[config.mk]
export PLATFORM = sky130hd
export DESIGN_NAME = fpu_core
export DESIGN_NICKNAME = d
export VERILOG_FILES = /design/src/hw/fpu_pkg.sv /design/src/hw/fpu_issue_queue.sv /design/src/hw/fpu_decode.sv /design/src/hw/fpu_regfile.sv /design/src/hw/fpu_forwarding.sv /design/src/hw/fpu_execute.sv /design/src/hw/fpu_csr.sv /design/src/hw/fpu_core.sv
export VERILOG_INCLUDE_DIRS = /design/src /design/src/hw
export SDC_FILE = /design/constraint.sdc
export NUM_CORES = 2
export LEC_CHECK = 0
export ABC_AREA = 1
export BUFFER_PORTS_ARGS = -buffer_cell sky130_fd_sc_hd__buf_2
export CORE_MARGIN = 2
export CORE_UTILIZATION = 30
export DETAILED_ROUTE_END_ITERATION = 8
export PLACE_DENSITY = 0.55
export SYNTH_ARGS = -nofsm -noshare
export SYNTH_HDL_FRONTEND = slang
export SYNTH_SLANG_ARGS = --single-unit
[constraint.sdc]
create_clock -name clock -period 2.43 [get_ports clock]
set_input_delay 0.1215 -clock clock [delete_from_list [all_inputs] [get_ports clock]]
set_output_delay 0.1215 -clock clock [all_outputs]
set_load 0.02 [all_outputs]
[src/hw/fpu_defines.svh]
`ifndef FPU_DEFINES_SVH
`define FPU_DEFINES_SVH

// issue queue depth, equal to the credits held by the sender after reset
`define FPU_QUEUE_DEPTH 4

// major opcode of the OP-FP group
`define FPU_OPCODE_FP 7'h53

// funct5 codes, instr[31:27]
`define FPU_F5_FSGNJ   5'b00100
`define FPU_F5_FMINMAX 5'b00101
`define FPU_F5_FCMP    5'b10100
`define FPU_F5_FMV_X   5'b11100
`define FPU_F5_FMV_W   5'b11110

// floating-point CSR addresses
`define FPU_CSR_FFLAGS 12'h001
`define FPU_CSR_FRM    12'h002
`define FPU_CSR_FCSR   12'h003

`endif

[src/hw/fpu_pkg.sv]
package fpu_pkg;

  // single-precision value or integer word
  typedef logic [31:0] fp_data_t;

  // register index
  typedef logic [4:0] fp_addr_t;

  // exception flags, NV DZ OF UF NX from msb down
  typedef logic [4:0] fp_flags_t;

  // rounding mode
  typedef logic [2:0] fp_rm_t;

  // csr address
  typedef logic [11:0] csr_addr_t;

  typedef enum logic [3:0] {
    FP_OP_NONE,
    FP_OP_SGNJ,
    FP_OP_SGNJN,
    FP_OP_SGNJX,
    FP_OP_MIN,
    FP_OP_MAX,
    FP_OP_EQ,
    FP_OP_LT,
    FP_OP_LE,
    FP_OP_CLASS,
    FP_OP_MV_X,
    FP_OP_MV_W
  } fp_op_e;

endpackage

[src/hw/fpu_issue_queue.sv]
`timescale 1ns/1ns
`include "fpu_defines.svh"

module fpu_issue_queue (
  input  logic              clock,
  input  logic              reset,
  input  logic              push_i,
  input  fpu_pkg::fp_data_t push_instr_i,
  input  fpu_pkg::fp_data_t push_int_i,
  output logic              head_valid_o,
  output fpu_pkg::fp_data_t head_instr_o,
  output fpu_pkg::fp_data_t head_int_o,
  output logic              credit_o
);
  import fpu_pkg::*;

  localparam int DEPTH = `FPU_QUEUE_DEPTH;
  localparam int PTR_W = (DEPTH > 1) ? $clog2(DEPTH) : 1;
  localparam int CNT_W = $clog2(DEPTH + 1);

  fp_data_t instr_mem [DEPTH];
  fp_data_t int_mem [DEPTH];
  logic [PTR_W-1:0] wr_ptr;
  logic [PTR_W-1:0] rd_ptr;
  logic [CNT_W-1:0] count;
  logic pop;

  function automatic logic [PTR_W-1:0] next_ptr(input logic [PTR_W-1:0] ptr);
    if (ptr == PTR_W'(DEPTH - 1)) begin
      return '0;
    end
    return ptr + 1'b1;
  endfunction

  assign pop          = (count != '0);  // the pipeline never stalls
  assign head_valid_o = pop;
  assign head_instr_o = instr_mem[rd_ptr];
  assign head_int_o   = int_mem[rd_ptr];
  assign credit_o     = pop;  // slot frees at this edge

  always_ff @(posedge clock) begin
    if (!reset) begin
      wr_ptr <= '0;
      rd_ptr <= '0;
      count  <= '0;
    end else begin
      if (push_i) begin
        wr_ptr <= next_ptr(wr_ptr);
      end
      if (pop) begin
        rd_ptr <= next_ptr(rd_ptr);
      end
      count <= count + CNT_W'(push_i) - CNT_W'(pop);
    end
  end

  always_ff @(posedge clock) begin
    if (push_i) begin
      instr_mem[wr_ptr] <= push_instr_i;
      int_mem[wr_ptr]   <= push_int_i;
    end
  end

endmodule

[src/hw/fpu_decode.sv]
`timescale 1ns/1ns
`include "fpu_defines.svh"

module fpu_decode (
  input  fpu_pkg::fp_data_t instr_i,
  output fpu_pkg::fp_op_e   op_o,
  output fpu_pkg::fp_addr_t rs1_o,
  output fpu_pkg::fp_addr_t rs2_o,
  output fpu_pkg::fp_addr_t rd_o,
  output logic              frden1_o,
  output logic              frden2_o,
  output logic              fwren_o,
  output logic              wren_o,
  output logic              legal_o
);
  import fpu_pkg::*;

  logic [6:0] opcode;
  logic [4:0] funct5;
  logic [1:0] fmt;
  logic [2:0] funct3;
  fp_op_e op;
  logic frden1;
  logic frden2;
  logic fwren;
  logic wren;
  logic legal;

  assign opcode = instr_i[6:0];
  assign funct5 = instr_i[31:27];
  assign fmt    = instr_i[26:25];
  assign funct3 = instr_i[14:12];

  assign rs1_o = instr_i[19:15];
  assign rs2_o = instr_i[24:20];
  assign rd_o  = instr_i[11:7];

  always_comb begin
    op     = FP_OP_NONE;
    frden1 = 1'b0;
    frden2 = 1'b0;
    fwren  = 1'b0;
    wren   = 1'b0;
    legal  = (opcode == `FPU_OPCODE_FP) && (fmt == 2'b00);  // single precision only
    case (funct5)
      `FPU_F5_FSGNJ: begin
        frden1 = 1'b1;
        frden2 = 1'b1;
        fwren  = 1'b1;
        case (funct3)
          3'd0:    op = FP_OP_SGNJ;
          3'd1:    op = FP_OP_SGNJN;
          3'd2:    op = FP_OP_SGNJX;
          default: legal = 1'b0;
        endcase
      end
      `FPU_F5_FMINMAX: begin
        frden1 = 1'b1;
        frden2 = 1'b1;
        fwren  = 1'b1;
        case (funct3)
          3'd0:    op = FP_OP_MIN;
          3'd1:    op = FP_OP_MAX;
          default: legal = 1'b0;
        endcase
      end
      `FPU_F5_FCMP: begin
        frden1 = 1'b1;
        frden2 = 1'b1;
        wren   = 1'b1;
        case (funct3)
          3'd0:    op = FP_OP_LE;
          3'd1:    op = FP_OP_LT;
          3'd2:    op = FP_OP_EQ;
          default: legal = 1'b0;
        endcase
      end
      `FPU_F5_FMV_X: begin
        frden1 = 1'b1;
        wren   = 1'b1;
        case (funct3)
          3'd0:    op = FP_OP_MV_X;
          3'd1:    op = FP_OP_CLASS;
          default: legal = 1'b0;
        endcase
      end
      `FPU_F5_FMV_W: begin
        fwren = 1'b1;  // source is the integer operand
        if (funct3 == 3'd0) begin
          op = FP_OP_MV_W;
        end else begin
          legal = 1'b0;
        end
      end
      default: legal = 1'b0;
    endcase
  end

  // an illegal word reads and writes nothing
  assign op_o     = legal ? op : FP_OP_NONE;
  assign frden1_o = legal & frden1;
  assign frden2_o = legal & frden2;
  assign fwren_o  = legal & fwren;
  assign wren_o   = legal & wren;
  assign legal_o  = legal;

endmodule

[src/hw/fpu_regfile.sv]
`timescale 1ns/1ns

module fpu_regfile (
  input  logic              clock,
  input  fpu_pkg::fp_addr_t raddr1_i,
  input  fpu_pkg::fp_addr_t raddr2_i,
  output fpu_pkg::fp_data_t rdata1_o,
  output fpu_pkg::fp_data_t rdata2_o,
  input  logic              wren_i,
  input  fpu_pkg::fp_addr_t waddr_i,
  input  fpu_pkg::fp_data_t wdata_i
);
  import fpu_pkg::*;

  fp_data_t regs [32];  // f0 is an ordinary register

  assign rdata1_o = regs[raddr1_i];
  assign rdata2_o = regs[raddr2_i];

  always_ff @(posedge clock) begin
    if (wren_i) begin
      regs[waddr_i] <= wdata_i;
    end
  end

endmodule

[src/hw/fpu_forwarding.sv]
`timescale 1ns/1ns

module fpu_forwarding (
  input  fpu_pkg::fp_addr_t rs1_i,
  input  fpu_pkg::fp_addr_t rs2_i,
  input  logic              frden1_i,
  input  logic              frden2_i,
  input  fpu_pkg::fp_data_t rf_data1_i,
  input  fpu_pkg::fp_data_t rf_data2_i,
  input  logic              ex_fwren_i,
  input  fpu_pkg::fp_addr_t ex_rd_i,
  input  fpu_pkg::fp_data_t ex_data_i,
  input  logic              wb_fwren_i,
  input  fpu_pkg::fp_addr_t wb_rd_i,
  input  fpu_pkg::fp_data_t wb_data_i,
  output fpu_pkg::fp_data_t op1_o,
  output fpu_pkg::fp_data_t op2_o
);
  import fpu_pkg::*;

  // youngest producer wins
  function automatic fp_data_t pick(input logic rden, input fp_addr_t rs, input fp_data_t rf);
    if (!rden) begin
      return '0;
    end
    if (ex_fwren_i && (ex_rd_i == rs)) begin
      return ex_data_i;
    end
    if (wb_fwren_i && (wb_rd_i == rs)) begin
      return wb_data_i;
    end
    return rf;
  endfunction

  assign op1_o = pick(frden1_i, rs1_i, rf_data1_i);
  assign op2_o = pick(frden2_i, rs2_i, rf_data2_i);

endmodule

[src/hw/fpu_execute.sv]
`timescale 1ns/1ns

module fpu_execute (
  input  fpu_pkg::fp_op_e   op_i,
  input  fpu_pkg::fp_data_t op1_i,
  input  fpu_pkg::fp_data_t op2_i,
  input  fpu_pkg::fp_data_t int_i,
  output fpu_pkg::fp_data_t result_o,
  output fpu_pkg::fp_flags_t flags_o
);
  import fpu_pkg::*;

  localparam fp_data_t CANON_NAN = 32'h7fc00000;

  logic a_nan;
  logic b_nan;
  logic any_snan;
  logic a_lt_b;
  logic a_eq_b;
  logic nv;
  fp_data_t result;

  function automatic logic is_nan(input fp_data_t x);
    return (&x[30:23]) && (|x[22:0]);
  endfunction

  // total order on non-NaN values, -0 sorts below +0
  function automatic logic less(input fp_data_t a, input fp_data_t b);
    if (a[31] != b[31]) begin
      return a[31];
    end
    if (a[31]) begin
      return a[30:0] > b[30:0];
    end
    return a[30:0] < b[30:0];
  endfunction

  function automatic logic [9:0] classify(input fp_data_t x);
    logic exp_ones;
    logic exp_zero;
    logic man_zero;
    logic [9:0] mask;
    exp_ones = &x[30:23];
    exp_zero = ~|x[30:23];
    man_zero = ~|x[22:0];
    mask = '0;
    if (exp_ones && man_zero) begin
      mask[x[31] ? 0 : 7] = 1'b1;
    end else if (exp_ones) begin
      mask[x[22] ? 9 : 8] = 1'b1;  // quiet bit picks qNaN
    end else if (exp_zero && man_zero) begin
      mask[x[31] ? 3 : 4] = 1'b1;
    end else if (exp_zero) begin
      mask[x[31] ? 2 : 5] = 1'b1;
    end else begin
      mask[x[31] ? 1 : 6] = 1'b1;
    end
    return mask;
  endfunction

  assign a_nan    = is_nan(op1_i);
  assign b_nan    = is_nan(op2_i);
  assign any_snan = (a_nan & ~op1_i[22]) | (b_nan & ~op2_i[22]);
  assign a_lt_b   = less(op1_i, op2_i);
  assign a_eq_b   = (op1_i == op2_i);

  always_comb begin
    result = '0;
    nv     = 1'b0;
    case (op_i)
      FP_OP_SGNJ:  result = {op2_i[31], op1_i[30:0]};
      FP_OP_SGNJN: result = {~op2_i[31], op1_i[30:0]};
      FP_OP_SGNJX: result = {op1_i[31] ^ op2_i[31], op1_i[30:0]};
      FP_OP_MIN, FP_OP_MAX: begin
        nv = any_snan;
        if (a_nan && b_nan) begin
          result = CANON_NAN;
        end else if (a_nan) begin
          result = op2_i;
        end else if (b_nan) begin
          result = op1_i;
        end else if ((op_i == FP_OP_MIN) == a_lt_b) begin
          result = op1_i;
        end else begin
          result = op2_i;
        end
      end
      FP_OP_EQ: begin
        nv     = any_snan;
        result = {31'b0, ~a_nan & ~b_nan & a_eq_b};
      end
      FP_OP_LT: begin
        nv     = a_nan | b_nan;  // signaling compare
        result = {31'b0, ~a_nan & ~b_nan & a_lt_b};
      end
      FP_OP_LE: begin
        nv     = a_nan | b_nan;
        result = {31'b0, ~a_nan & ~b_nan & (a_lt_b | a_eq_b)};
      end
      FP_OP_CLASS: result = {22'b0, classify(op1_i)};
      FP_OP_MV_X:  result = op1_i;
      FP_OP_MV_W:  result = int_i;
      default:     result = '0;
    endcase
  end

  assign result_o = result;
  assign flags_o  = {nv, 4'b0};  // only NV can be raised here

endmodule

[src/hw/fpu_csr.sv]
`timescale 1ns/1ns
`include "fpu_defines.svh"

module fpu_csr (
  input  logic                clock,
  input  logic                reset,
  input  logic                csr_wr_i,
  input  fpu_pkg::csr_addr_t  csr_addr_i,
  input  fpu_pkg::fp_data_t   csr_wdata_i,
  output fpu_pkg::fp_data_t   csr_rdata_o,
  input  logic                accrue_i,
  input  fpu_pkg::fp_flags_t  accrue_flags_i,
  output fpu_pkg::fp_rm_t     frm_o
);
  import fpu_pkg::*;

  fp_flags_t fflags;
  fp_rm_t frm;
  fp_flags_t fflags_next;
  fp_rm_t frm_next;

  always_comb begin
    case (csr_addr_i)
      `FPU_CSR_FFLAGS: csr_rdata_o = {27'b0, fflags};
      `FPU_CSR_FRM:    csr_rdata_o = {29'b0, frm};
      `FPU_CSR_FCSR:   csr_rdata_o = {24'b0, frm, fflags};
      default:         csr_rdata_o = '0;
    endcase
  end

  always_comb begin
    fflags_next = fflags;
    frm_next    = frm;
    if (csr_wr_i) begin
      case (csr_addr_i)
        `FPU_CSR_FFLAGS: fflags_next = csr_wdata_i[4:0];
        `FPU_CSR_FRM:    frm_next = csr_wdata_i[2:0];
        `FPU_CSR_FCSR: begin
          fflags_next = csr_wdata_i[4:0];
          frm_next    = csr_wdata_i[7:5];
        end
        default: ;
      endcase
    end
    // flags from writeback land on top of a same-cycle write
    if (accrue_i) begin
      fflags_next = fflags_next | accrue_flags_i;
    end
  end

  always_ff @(posedge clock) begin
    if (!reset) begin
      fflags <= '0;
      frm    <= '0;
    end else begin
      fflags <= fflags_next;
      frm    <= frm_next;
    end
  end

  assign frm_o = frm;

endmodule

[src/hw/fpu_core.sv]
`timescale 1ns/1ns

module fpu_core (
  input  logic               clock,
  input  logic               reset,
  input  logic               instr_valid_i,
  input  fpu_pkg::fp_data_t  instr_i,
  input  fpu_pkg::fp_data_t  int_data_i,
  output logic               credit_o,
  output logic               int_wr_valid_o,
  output fpu_pkg::fp_addr_t  int_wr_rd_o,
  output fpu_pkg::fp_data_t  int_wr_data_o,
  output logic               illegal_o,
  input  logic               csr_wr_i,
  input  fpu_pkg::csr_addr_t csr_addr_i,
  input  fpu_pkg::fp_data_t  csr_wdata_i,
  output fpu_pkg::fp_data_t  csr_rdata_o
);
  import fpu_pkg::*;

  logic head_valid;
  fp_data_t head_instr;
  fp_data_t head_int;
  fp_op_e dec_op;
  fp_addr_t dec_rs1;
  fp_addr_t dec_rs2;
  fp_addr_t dec_rd;
  logic dec_frden1;
  logic dec_frden2;
  logic dec_fwren;
  logic dec_wren;
  logic dec_legal;
  fp_data_t rf_data1;
  fp_data_t rf_data2;
  fp_data_t fwd_op1;
  fp_data_t fwd_op2;

  // execute stage
  logic ex_fwren;
  logic ex_wren;
  logic ex_legal;
  logic ex_illegal;
  fp_op_e ex_op;
  fp_data_t ex_op1;
  fp_data_t ex_op2;
  fp_data_t ex_int;
  fp_addr_t ex_rd;
  fp_data_t ex_result;
  fp_flags_t ex_flags;

  // writeback stage
  logic wb_fwren;
  logic wb_wren;
  logic wb_accrue;
  logic wb_illegal;
  fp_addr_t wb_rd;
  fp_data_t wb_data;
  fp_flags_t wb_flags;

  fpu_issue_queue i_queue (
    .clock        (clock),
    .reset        (reset),
    .push_i       (instr_valid_i),
    .push_instr_i (instr_i),
    .push_int_i   (int_data_i),
    .head_valid_o (head_valid),
    .head_instr_o (head_instr),
    .head_int_o   (head_int),
    .credit_o     (credit_o)
  );

  fpu_decode i_decode (
    .instr_i  (head_instr),
    .op_o     (dec_op),
    .rs1_o    (dec_rs1),
    .rs2_o    (dec_rs2),
    .rd_o     (dec_rd),
    .frden1_o (dec_frden1),
    .frden2_o (dec_frden2),
    .fwren_o  (dec_fwren),
    .wren_o   (dec_wren),
    .legal_o  (dec_legal)
  );

  fpu_regfile i_regfile (
    .clock    (clock),
    .raddr1_i (dec_rs1),
    .raddr2_i (dec_rs2),
    .rdata1_o (rf_data1),
    .rdata2_o (rf_data2),
    .wren_i   (wb_fwren),
    .waddr_i  (wb_rd),
    .wdata_i  (wb_data)
  );

  fpu_forwarding i_forwarding (
    .rs1_i      (dec_rs1),
    .rs2_i      (dec_rs2),
    .frden1_i   (dec_frden1),
    .frden2_i   (dec_frden2),
    .rf_data1_i (rf_data1),
    .rf_data2_i (rf_data2),
    .ex_fwren_i (ex_fwren),
    .ex_rd_i    (ex_rd),
    .ex_data_i  (ex_result),
    .wb_fwren_i (wb_fwren),
    .wb_rd_i    (wb_rd),
    .wb_data_i  (wb_data),
    .op1_o      (fwd_op1),
    .op2_o      (fwd_op2)
  );

  fpu_execute i_execute (
    .op_i     (ex_op),
    .op1_i    (ex_op1),
    .op2_i    (ex_op2),
    .int_i    (ex_int),
    .result_o (ex_result),
    .flags_o  (ex_flags)
  );

  fpu_csr i_csr (
    .clock          (clock),
    .reset          (reset),
    .csr_wr_i       (csr_wr_i),
    .csr_addr_i     (csr_addr_i),
    .csr_wdata_i    (csr_wdata_i),
    .csr_rdata_o    (csr_rdata_o),
    .accrue_i       (wb_accrue),
    .accrue_flags_i (wb_flags),
    .frm_o          ()  // no rounding op here yet
  );

  always_ff @(posedge clock) begin
    if (!reset) begin
      ex_fwren       <= 1'b0;
      ex_wren        <= 1'b0;
      ex_legal       <= 1'b0;
      ex_illegal     <= 1'b0;
      wb_fwren       <= 1'b0;
      wb_wren        <= 1'b0;
      wb_accrue      <= 1'b0;
      wb_illegal     <= 1'b0;
      int_wr_valid_o <= 1'b0;
      illegal_o      <= 1'b0;
    end else begin
      ex_fwren       <= head_valid & dec_fwren;  // head pops every valid cycle
      ex_wren        <= head_valid & dec_wren;
      ex_legal       <= head_valid & dec_legal;
      ex_illegal     <= head_valid & ~dec_legal;
      wb_fwren       <= ex_fwren;
      wb_wren        <= ex_wren;
      wb_accrue      <= ex_legal;
      wb_illegal     <= ex_illegal;
      int_wr_valid_o <= wb_wren;
      illegal_o      <= wb_illegal;
    end
  end

  always_ff @(posedge clock) begin
    ex_op         <= dec_op;
    ex_op1        <= fwd_op1;
    ex_op2        <= fwd_op2;
    ex_int        <= head_int;
    ex_rd         <= dec_rd;
    wb_rd         <= ex_rd;
    wb_data       <= ex_result;
    wb_flags      <= ex_flags;
    int_wr_rd_o   <= wb_rd;
    int_wr_data_o <= wb_data;
  end

endmodule

---- Word-level counts from Yosys, hierarchy flattened ----
Memory sizes are Yosys's and may differ from the RTL's. A register that Yosys moved wholly into a read port is not among the register bits.
Index checks and enable logic that the tools add are counted.
Widths: inputs -> output; s select.
word-level totals
  output and inout port bits .............. 72
  memories kept ........................... 3
  bits in writable memories ............... 1280
  bits in registers ....................... 173
  bits in latches ......................... 0
  word-level logic and storage cells ...... 227
  bits in read-only memories .............. 0
memories
  memory             words  bits a word  read ports  clocked after Yosys merged registers in  write ports  line                   text
  i_regfile.regs     32     32           2           0                                        1            fpu_regfile.sv:15      fp_data_t regs [32];
  i_queue.instr_mem  4      32           1           1                                        1            fpu_issue_queue.sv:21  fp_data_t instr_mem [DEPTH];
  i_queue.int_mem    4      32           1           1                                        1            fpu_issue_queue.sv:22  fp_data_t int_mem [DEPTH];
operators by class
  equal/unequal tests ..................... 31
  muxes and demuxes ....................... 89
  $add $sub $neg .......................... 4
  shift operators ......................... 0
  bitwise logic cells ..................... 25
  divide/modulo/power cells ............... 0
  reduce and logical (&&, ||, !) cells .... 39
  $mul .................................... 0
  $lt $le $gt $ge ......................... 12
operator list
  cell                 number
  $mux 32              16
  $pmux 32 s10         1
  $ge 32x1->1 const B  5
  $lt 32x6->1 const B  5
  $reduce_or 23->1     2
  $mux 1               40
  $mux 10              4
  $eq 32x32->1         1
  $gt 31x31->1         1
  $lt 31x31->1         1
  $eq 12x2->1 const B  2
  $pmux 8 s3           1
  $demux 1 s4          5
  $eq 5x5->1           4
  $pmux 4 s5           1
  $eq 4x3->1 const B   4
  $eq 4x4->1 const B   4
  $reduce_and 8->1     2
  $eq 5x5->1 const B   3
  $logic_and 1x1->1    15
  $mux 5               3
  $and 1x1->1          14
  $reduce_or 2->1      7
  $eq 12x1->1 const B  1
  34 further kinds     58

---- Logic depth before layout (Yosys ltp) ----
  depth after elaboration ................. 16
  depth in mapped cells ................... 23
  gate-level depth less buffers ........... 22

---- By module ----
From an unflattened synthesis, not the netlist that was laid out.
second synthesis, totals
  cells, all modules ...................... 8239
  area total of the unflattened synthesis .. 73252.8 µm²
by module, submodules not included
  module           cells an instance  times used  area each (µm²)
  fpu_regfile      5935               1           52347.7
  fpu_issue_queue  809                1           10458.8
  fpu_core         214                1           3961.3
  fpu_execute      479                1           2615.0
  fpu_forwarding   590                1           2601.2
  fpu_csr          127                1           792.0
  fpu_decode       85                 1           476.7

---- Worst setup path after synthesis ----
No wires, ideal clock.
  path kind ............................... register to register
  start point ............................. register wb_rd[1]
  end point ............................... memory i_regfile.regs[8][0] (netlist bit) (enable)
  path buffers ............................ 0
  slack ................................... -0.026 ns
  stages on the path, launching flop included .. 4
  arrival time ............................ 2.035 ns
  data required time ...................... 2.009 ns
  cells stage by stage .................... dfxtp_1 -> inv_1 -> nand3_1 -> nor2_1
RTL lines
  what                      line               text
  start: declaration        fpu_core.sv:56     fp_addr_t wb_rd;
  start signal: assignment  fpu_core.sv:166    wb_rd <= ex_rd;
  end: declaration          fpu_regfile.sv:15
No word-level cell before the write port.

==> metrics.md <==
| Metric | Value |
|---|---|
| Outcome | `complete, but fails checks` |
| Failing checks | `negative setup slack` |
| Reg-to-reg slack, setup | `-240 ps` |
| Initial antenna violation count | `6` |
| CP required | `between 3000 and 4000 ps` |
| RSZ-0062 raised after global routing | `true` |
| Hold_sp | `instr_i[30]` |
| Layout cells sized above 1 | `between 20% and 30%` |
| Cell family with most CP delay | `buffers and inverters` |
| WL per Instance | `between 20 and 25 µm` |
| Global-route wire length before repair | `373000 µm` |
| CTS buffer count | `~160` |
| Final Wtd Congestion | `just over 0.9` |
| Worst hold path class | `in -> reg` |
| Cell Pwr Density | `1320 nW/µm²` |
| Cells after synthesis | `about 7.0k` |
| Root buffer cell | `clkbuf_16` |
| Clk_skew | `34.2 ps` |
| CP endpoint kind | `flop` |
| Min-Delay Path Depth | `2` |
| Grt total ovfl | `0` |
| Cell Rows | `approximately 180` |
| Number of cells on the critical path | `18` |
| Worst VDD drop | `873 µV` |
| Most common cell after layout, fill and taps aside | `edfxtp_1` |
| Cell Chain, Critical Path | `buf_6 > nand2_2 > nand3_2 > nand2_2 > buf_12 > buf_8 > buf_6 > o22ai_2 > nor2_1 > nand2_2 > nor4_4 > buf_6 > buf_12 > buf_4 > a21oi_1 > a21oi_1 > nand2_1 > inv_1` |
| Drt pass-1 iters | `9` |
| Met3 layer usage reported by global route | `4.13%` |
| Final Worst Setup Slack | `-244 ps` |
| Met1 usage | `28.2%` |
| Post-DRT Antenna Nets | `0` |
| CTS Sinks | `approximately 1.5k` |
| CTS tree | `yes` |
| Synth Warn # | `0` |
| CP max stage cell | `dfxtp_4` |
| Worst Path Arrival | `about 3400 ps` |
| Die ar. | `235000 µm²` |
| Area Overhead vs Synth | `30.0%` |
| Final Slew Violations | `0` |
| Detailed-route via count | `just under 60k` |
| Drt drc | `0` |
| Vias in the first global route | `55.6k` |
| Netlist cell types | `48` |
| Largest net degree at the start of global routing | `59` |
| I/O pin count | `roughly 180` |
| F_max | `374 MHz` |
| R2R Path End | `ex_op1[0]` |
| Most frequent cells in the layout | `edfxtp_1 (1280), nand3_1 (957), nand2_1 (755), inv_1 (732), o21ai_0 (616)` |
| First DRT Iteration DRCs | `between 6k and 7k` |
| Final min period | `2670 ps` |
| Crit-path max FO | `8` |
| CP max stage delay | `roughly 380 ps` |
| Fin nets | `7783` |
| Sequential fraction of the synthesis area | `approximately three fifths` |
| Post-Route WL | `between 200000 and 300000 µm` |
| Die Ht | `485 µm` |
| Die width | `485 µm` |
| Leakage | `~35 nW` |
| H-tree Lvls | `4` |
| Pwr Total | `between 100 and 150 mW` |
| Crit share post-route | `110%` |
| Number of max-cap violations | `0` |
| Critical path type | `reg -> reg` |
| Worst slack, placed | `-383 ps` |
| FFs w/ async S/R, synth | `0%` |
| CTS Buffer Depth | `3` |
| Synthesized cell area | `69400 µm²` |
| Starting Density | `roughly 30%` |
| CORE AREA | `between 200000 and 250000 µm²` |
| #FFs+latches synth | `1487` |
| Worst skew pair latency | `830 ps` |
| Most Crowded Layer GR | `met2` |
| Final setup vio count | `between 90 and 100` |
| Final Hold Fails | `0` |
| Total track usage | `21.2%` |
| CP Buf/Inv Count | `8` |
| Buffers on Ports | `135` |
| Syn_area_per_cell | `approximately 10 µm²` |
| Hold WS | `about 59 ps` |
| Dpl hpwl | `158000 µm` |
| Ys flop type | `edfxtp_1` |
| CTS clk-pin slew, worst paths | `approximately 60 ps` |
| Worst Hold End | `i_queue.instr_mem[1][30]` |
| Type of origin of the critical path | `flop` |
| Setup TNS | `-13040 ps` |
| Via density | `approximately 5.5` |
| Relative slew slack | `between 40% and 50%` |
| Slew at the pin closest to its max-slew limit | `between 700 and 800 ps` |
| Reg2reg path depth | `18` |
| Met2 Track Usage GR | `between 30 and 40%` |
| EDFF count, synth | `about 1.3k` |
==> kinds of logic (layout without fill, tap and decap cells) <==
| family | count (synthesis) | in the layout | share of synthesized area, % |
|---|---|---|---|
| flip-flops | 1487 | 1487 | 61.4 |
| XOR/XNOR | 10 | 10 | 0.126 |
| AO/OA/AOI/OAI | 1899 | 1899 | 15.8 |
| buffers and inverters | 1309 | 2100 | 7.69 |
| AND/OR/NAND/NOR | 2209 | 2210 | 14.2 |
| adder cells (fa/ha/maj) | 40 | 40 | 0.729 |
| other | 1 | 28 | 0.00541 |
==> synth_stat cells (2+ instances only) <==
library cell  instances  area (µm²)
edfxtp_1           1280       38400
nand3_1            1125        5630
nand2_1             835        3130
inv_1               754        2830
a21oi_1             657        3290
o21ai_0             628        3140
o211ai_1            500        3750
clkbuf_1            241         905
buf_2               208        1040
dfxtp_1             207        4140
nor2_1              195         732
o22ai_1              62         388
buf_1                57         214
ha_1                 38         475
buf_4                34         255
a22oi_1              27         203
nand4_1              25         156
nor4_1               12        75.1
inv_2                 9        33.8
xor2_1                9        78.8
nor3_1                7        35.0
a31oi_1               5        31.3
a221oi_1              4        35.0
buf_6                 4        45.0
nand2_2               3        18.8
o2111ai_1             3        26.3
a21o_1                2        15.0
a32o_1                2        20.0
a32oi_1               2        17.5
clkinv_1              2        7.51
==> sequential cells by signal, indices dropped and copies added (netlist names), 4 cells and up, named ones only <==
register	flops
int_wr_data_o	32
ex_op2	32
ex_rd	5
ex_op1	32
ex_int	32
int_wr_rd_o	5
i_queue.int_mem	128
i_csr.fflags	5
wb_data	32
i_regfile.regs	1024
i_queue.instr_mem	128
ex_op	4
wb_rd	5
==> worst reg2reg max path, stage by stage (launching register included) <==
cell,delay (ps)
dfxtp_4,380
buf_6,140
nand2_2,50
nand3_2,70
nand2_2,100
buf_12,150
buf_8,130
buf_6,110
o22ai_2,70
nor2_1,140
nand2_2,90
nor4_4,300
buf_6,190
buf_12,170
buf_4,190
a21oi_1,50
a21oi_1,180
nand2_1,70
inv_1,50
==> cell type report <==
type | instances | area, µm²
Tap cell | 3026 | 3790
Fill cell | 22000 | 140000
Sequential cell | 1487 | 42600
Timing Repair Buffer | 1031 | 11400
Clock inverter | 92 | 1020
Inverter | 765 | 2950
Timing Repair inverter | 2 | 25.0
Multi-Input combinational cell | 4183 | 24000
Antenna cell | 4 | 10.0
Clock buffer | 210 | 4350
==> metrics by stage <==
| stage | cells | instance area [µm²] | utilization (%) |
|---|---|---|---|
| CTS | 10800 | 88700 | 38.6 |
| global route | 10800 | 90200 | 39.2 |
| detailed placement | 10300 | 79300 | 34.5 |
| global placement | 10300 | 79300 | 34.5 |
| floorplan | 6978 | 69400 | - |
| finish | 10800 | 90200 | 39.2 |
==> metal layers <==
metal	vias to the layer above	share of wire (%)
li1	26400	-
met1	28800	41
met2	3015	45
met3	671	9.0
met4	6	4.9
met5	-	0.015
==> where the power goes <==
group,internal (mW),switching (mW)
Sequential,28.1,0.771
Clock,14.3,10.8
Combinational,25.2,39.6
Total,67.7,51.2
==> worst max path at each step <==
stage	to	start	slack (ps)
2_1_floorplan	i_regfile.regs[8][0]	wb_rd[1]	-30
3_3_place_gp	ex_op2[28]	flop	-340
3_5_place_dp	ex_op2[28]	flop	-380
4_1_cts	ex_op2[26]	flop	-150
5_1_grt	ex_op2[27]	ex_op2[3]	-360
6_report	ex_op1[0]	flop	-240
==> timing repair <==
action                                  4_1_cts  5_1_grt
pin swaps                                    76       45
setup buffers                                57       13
endpoints found under the setup margin       97      101
hold buffers                                108        0
endpoints found under the hold margin       351        0
gates resized for setup                     360      269
cloned                                       30        9
No activity file was read; power rests on OpenSTA's default activity.
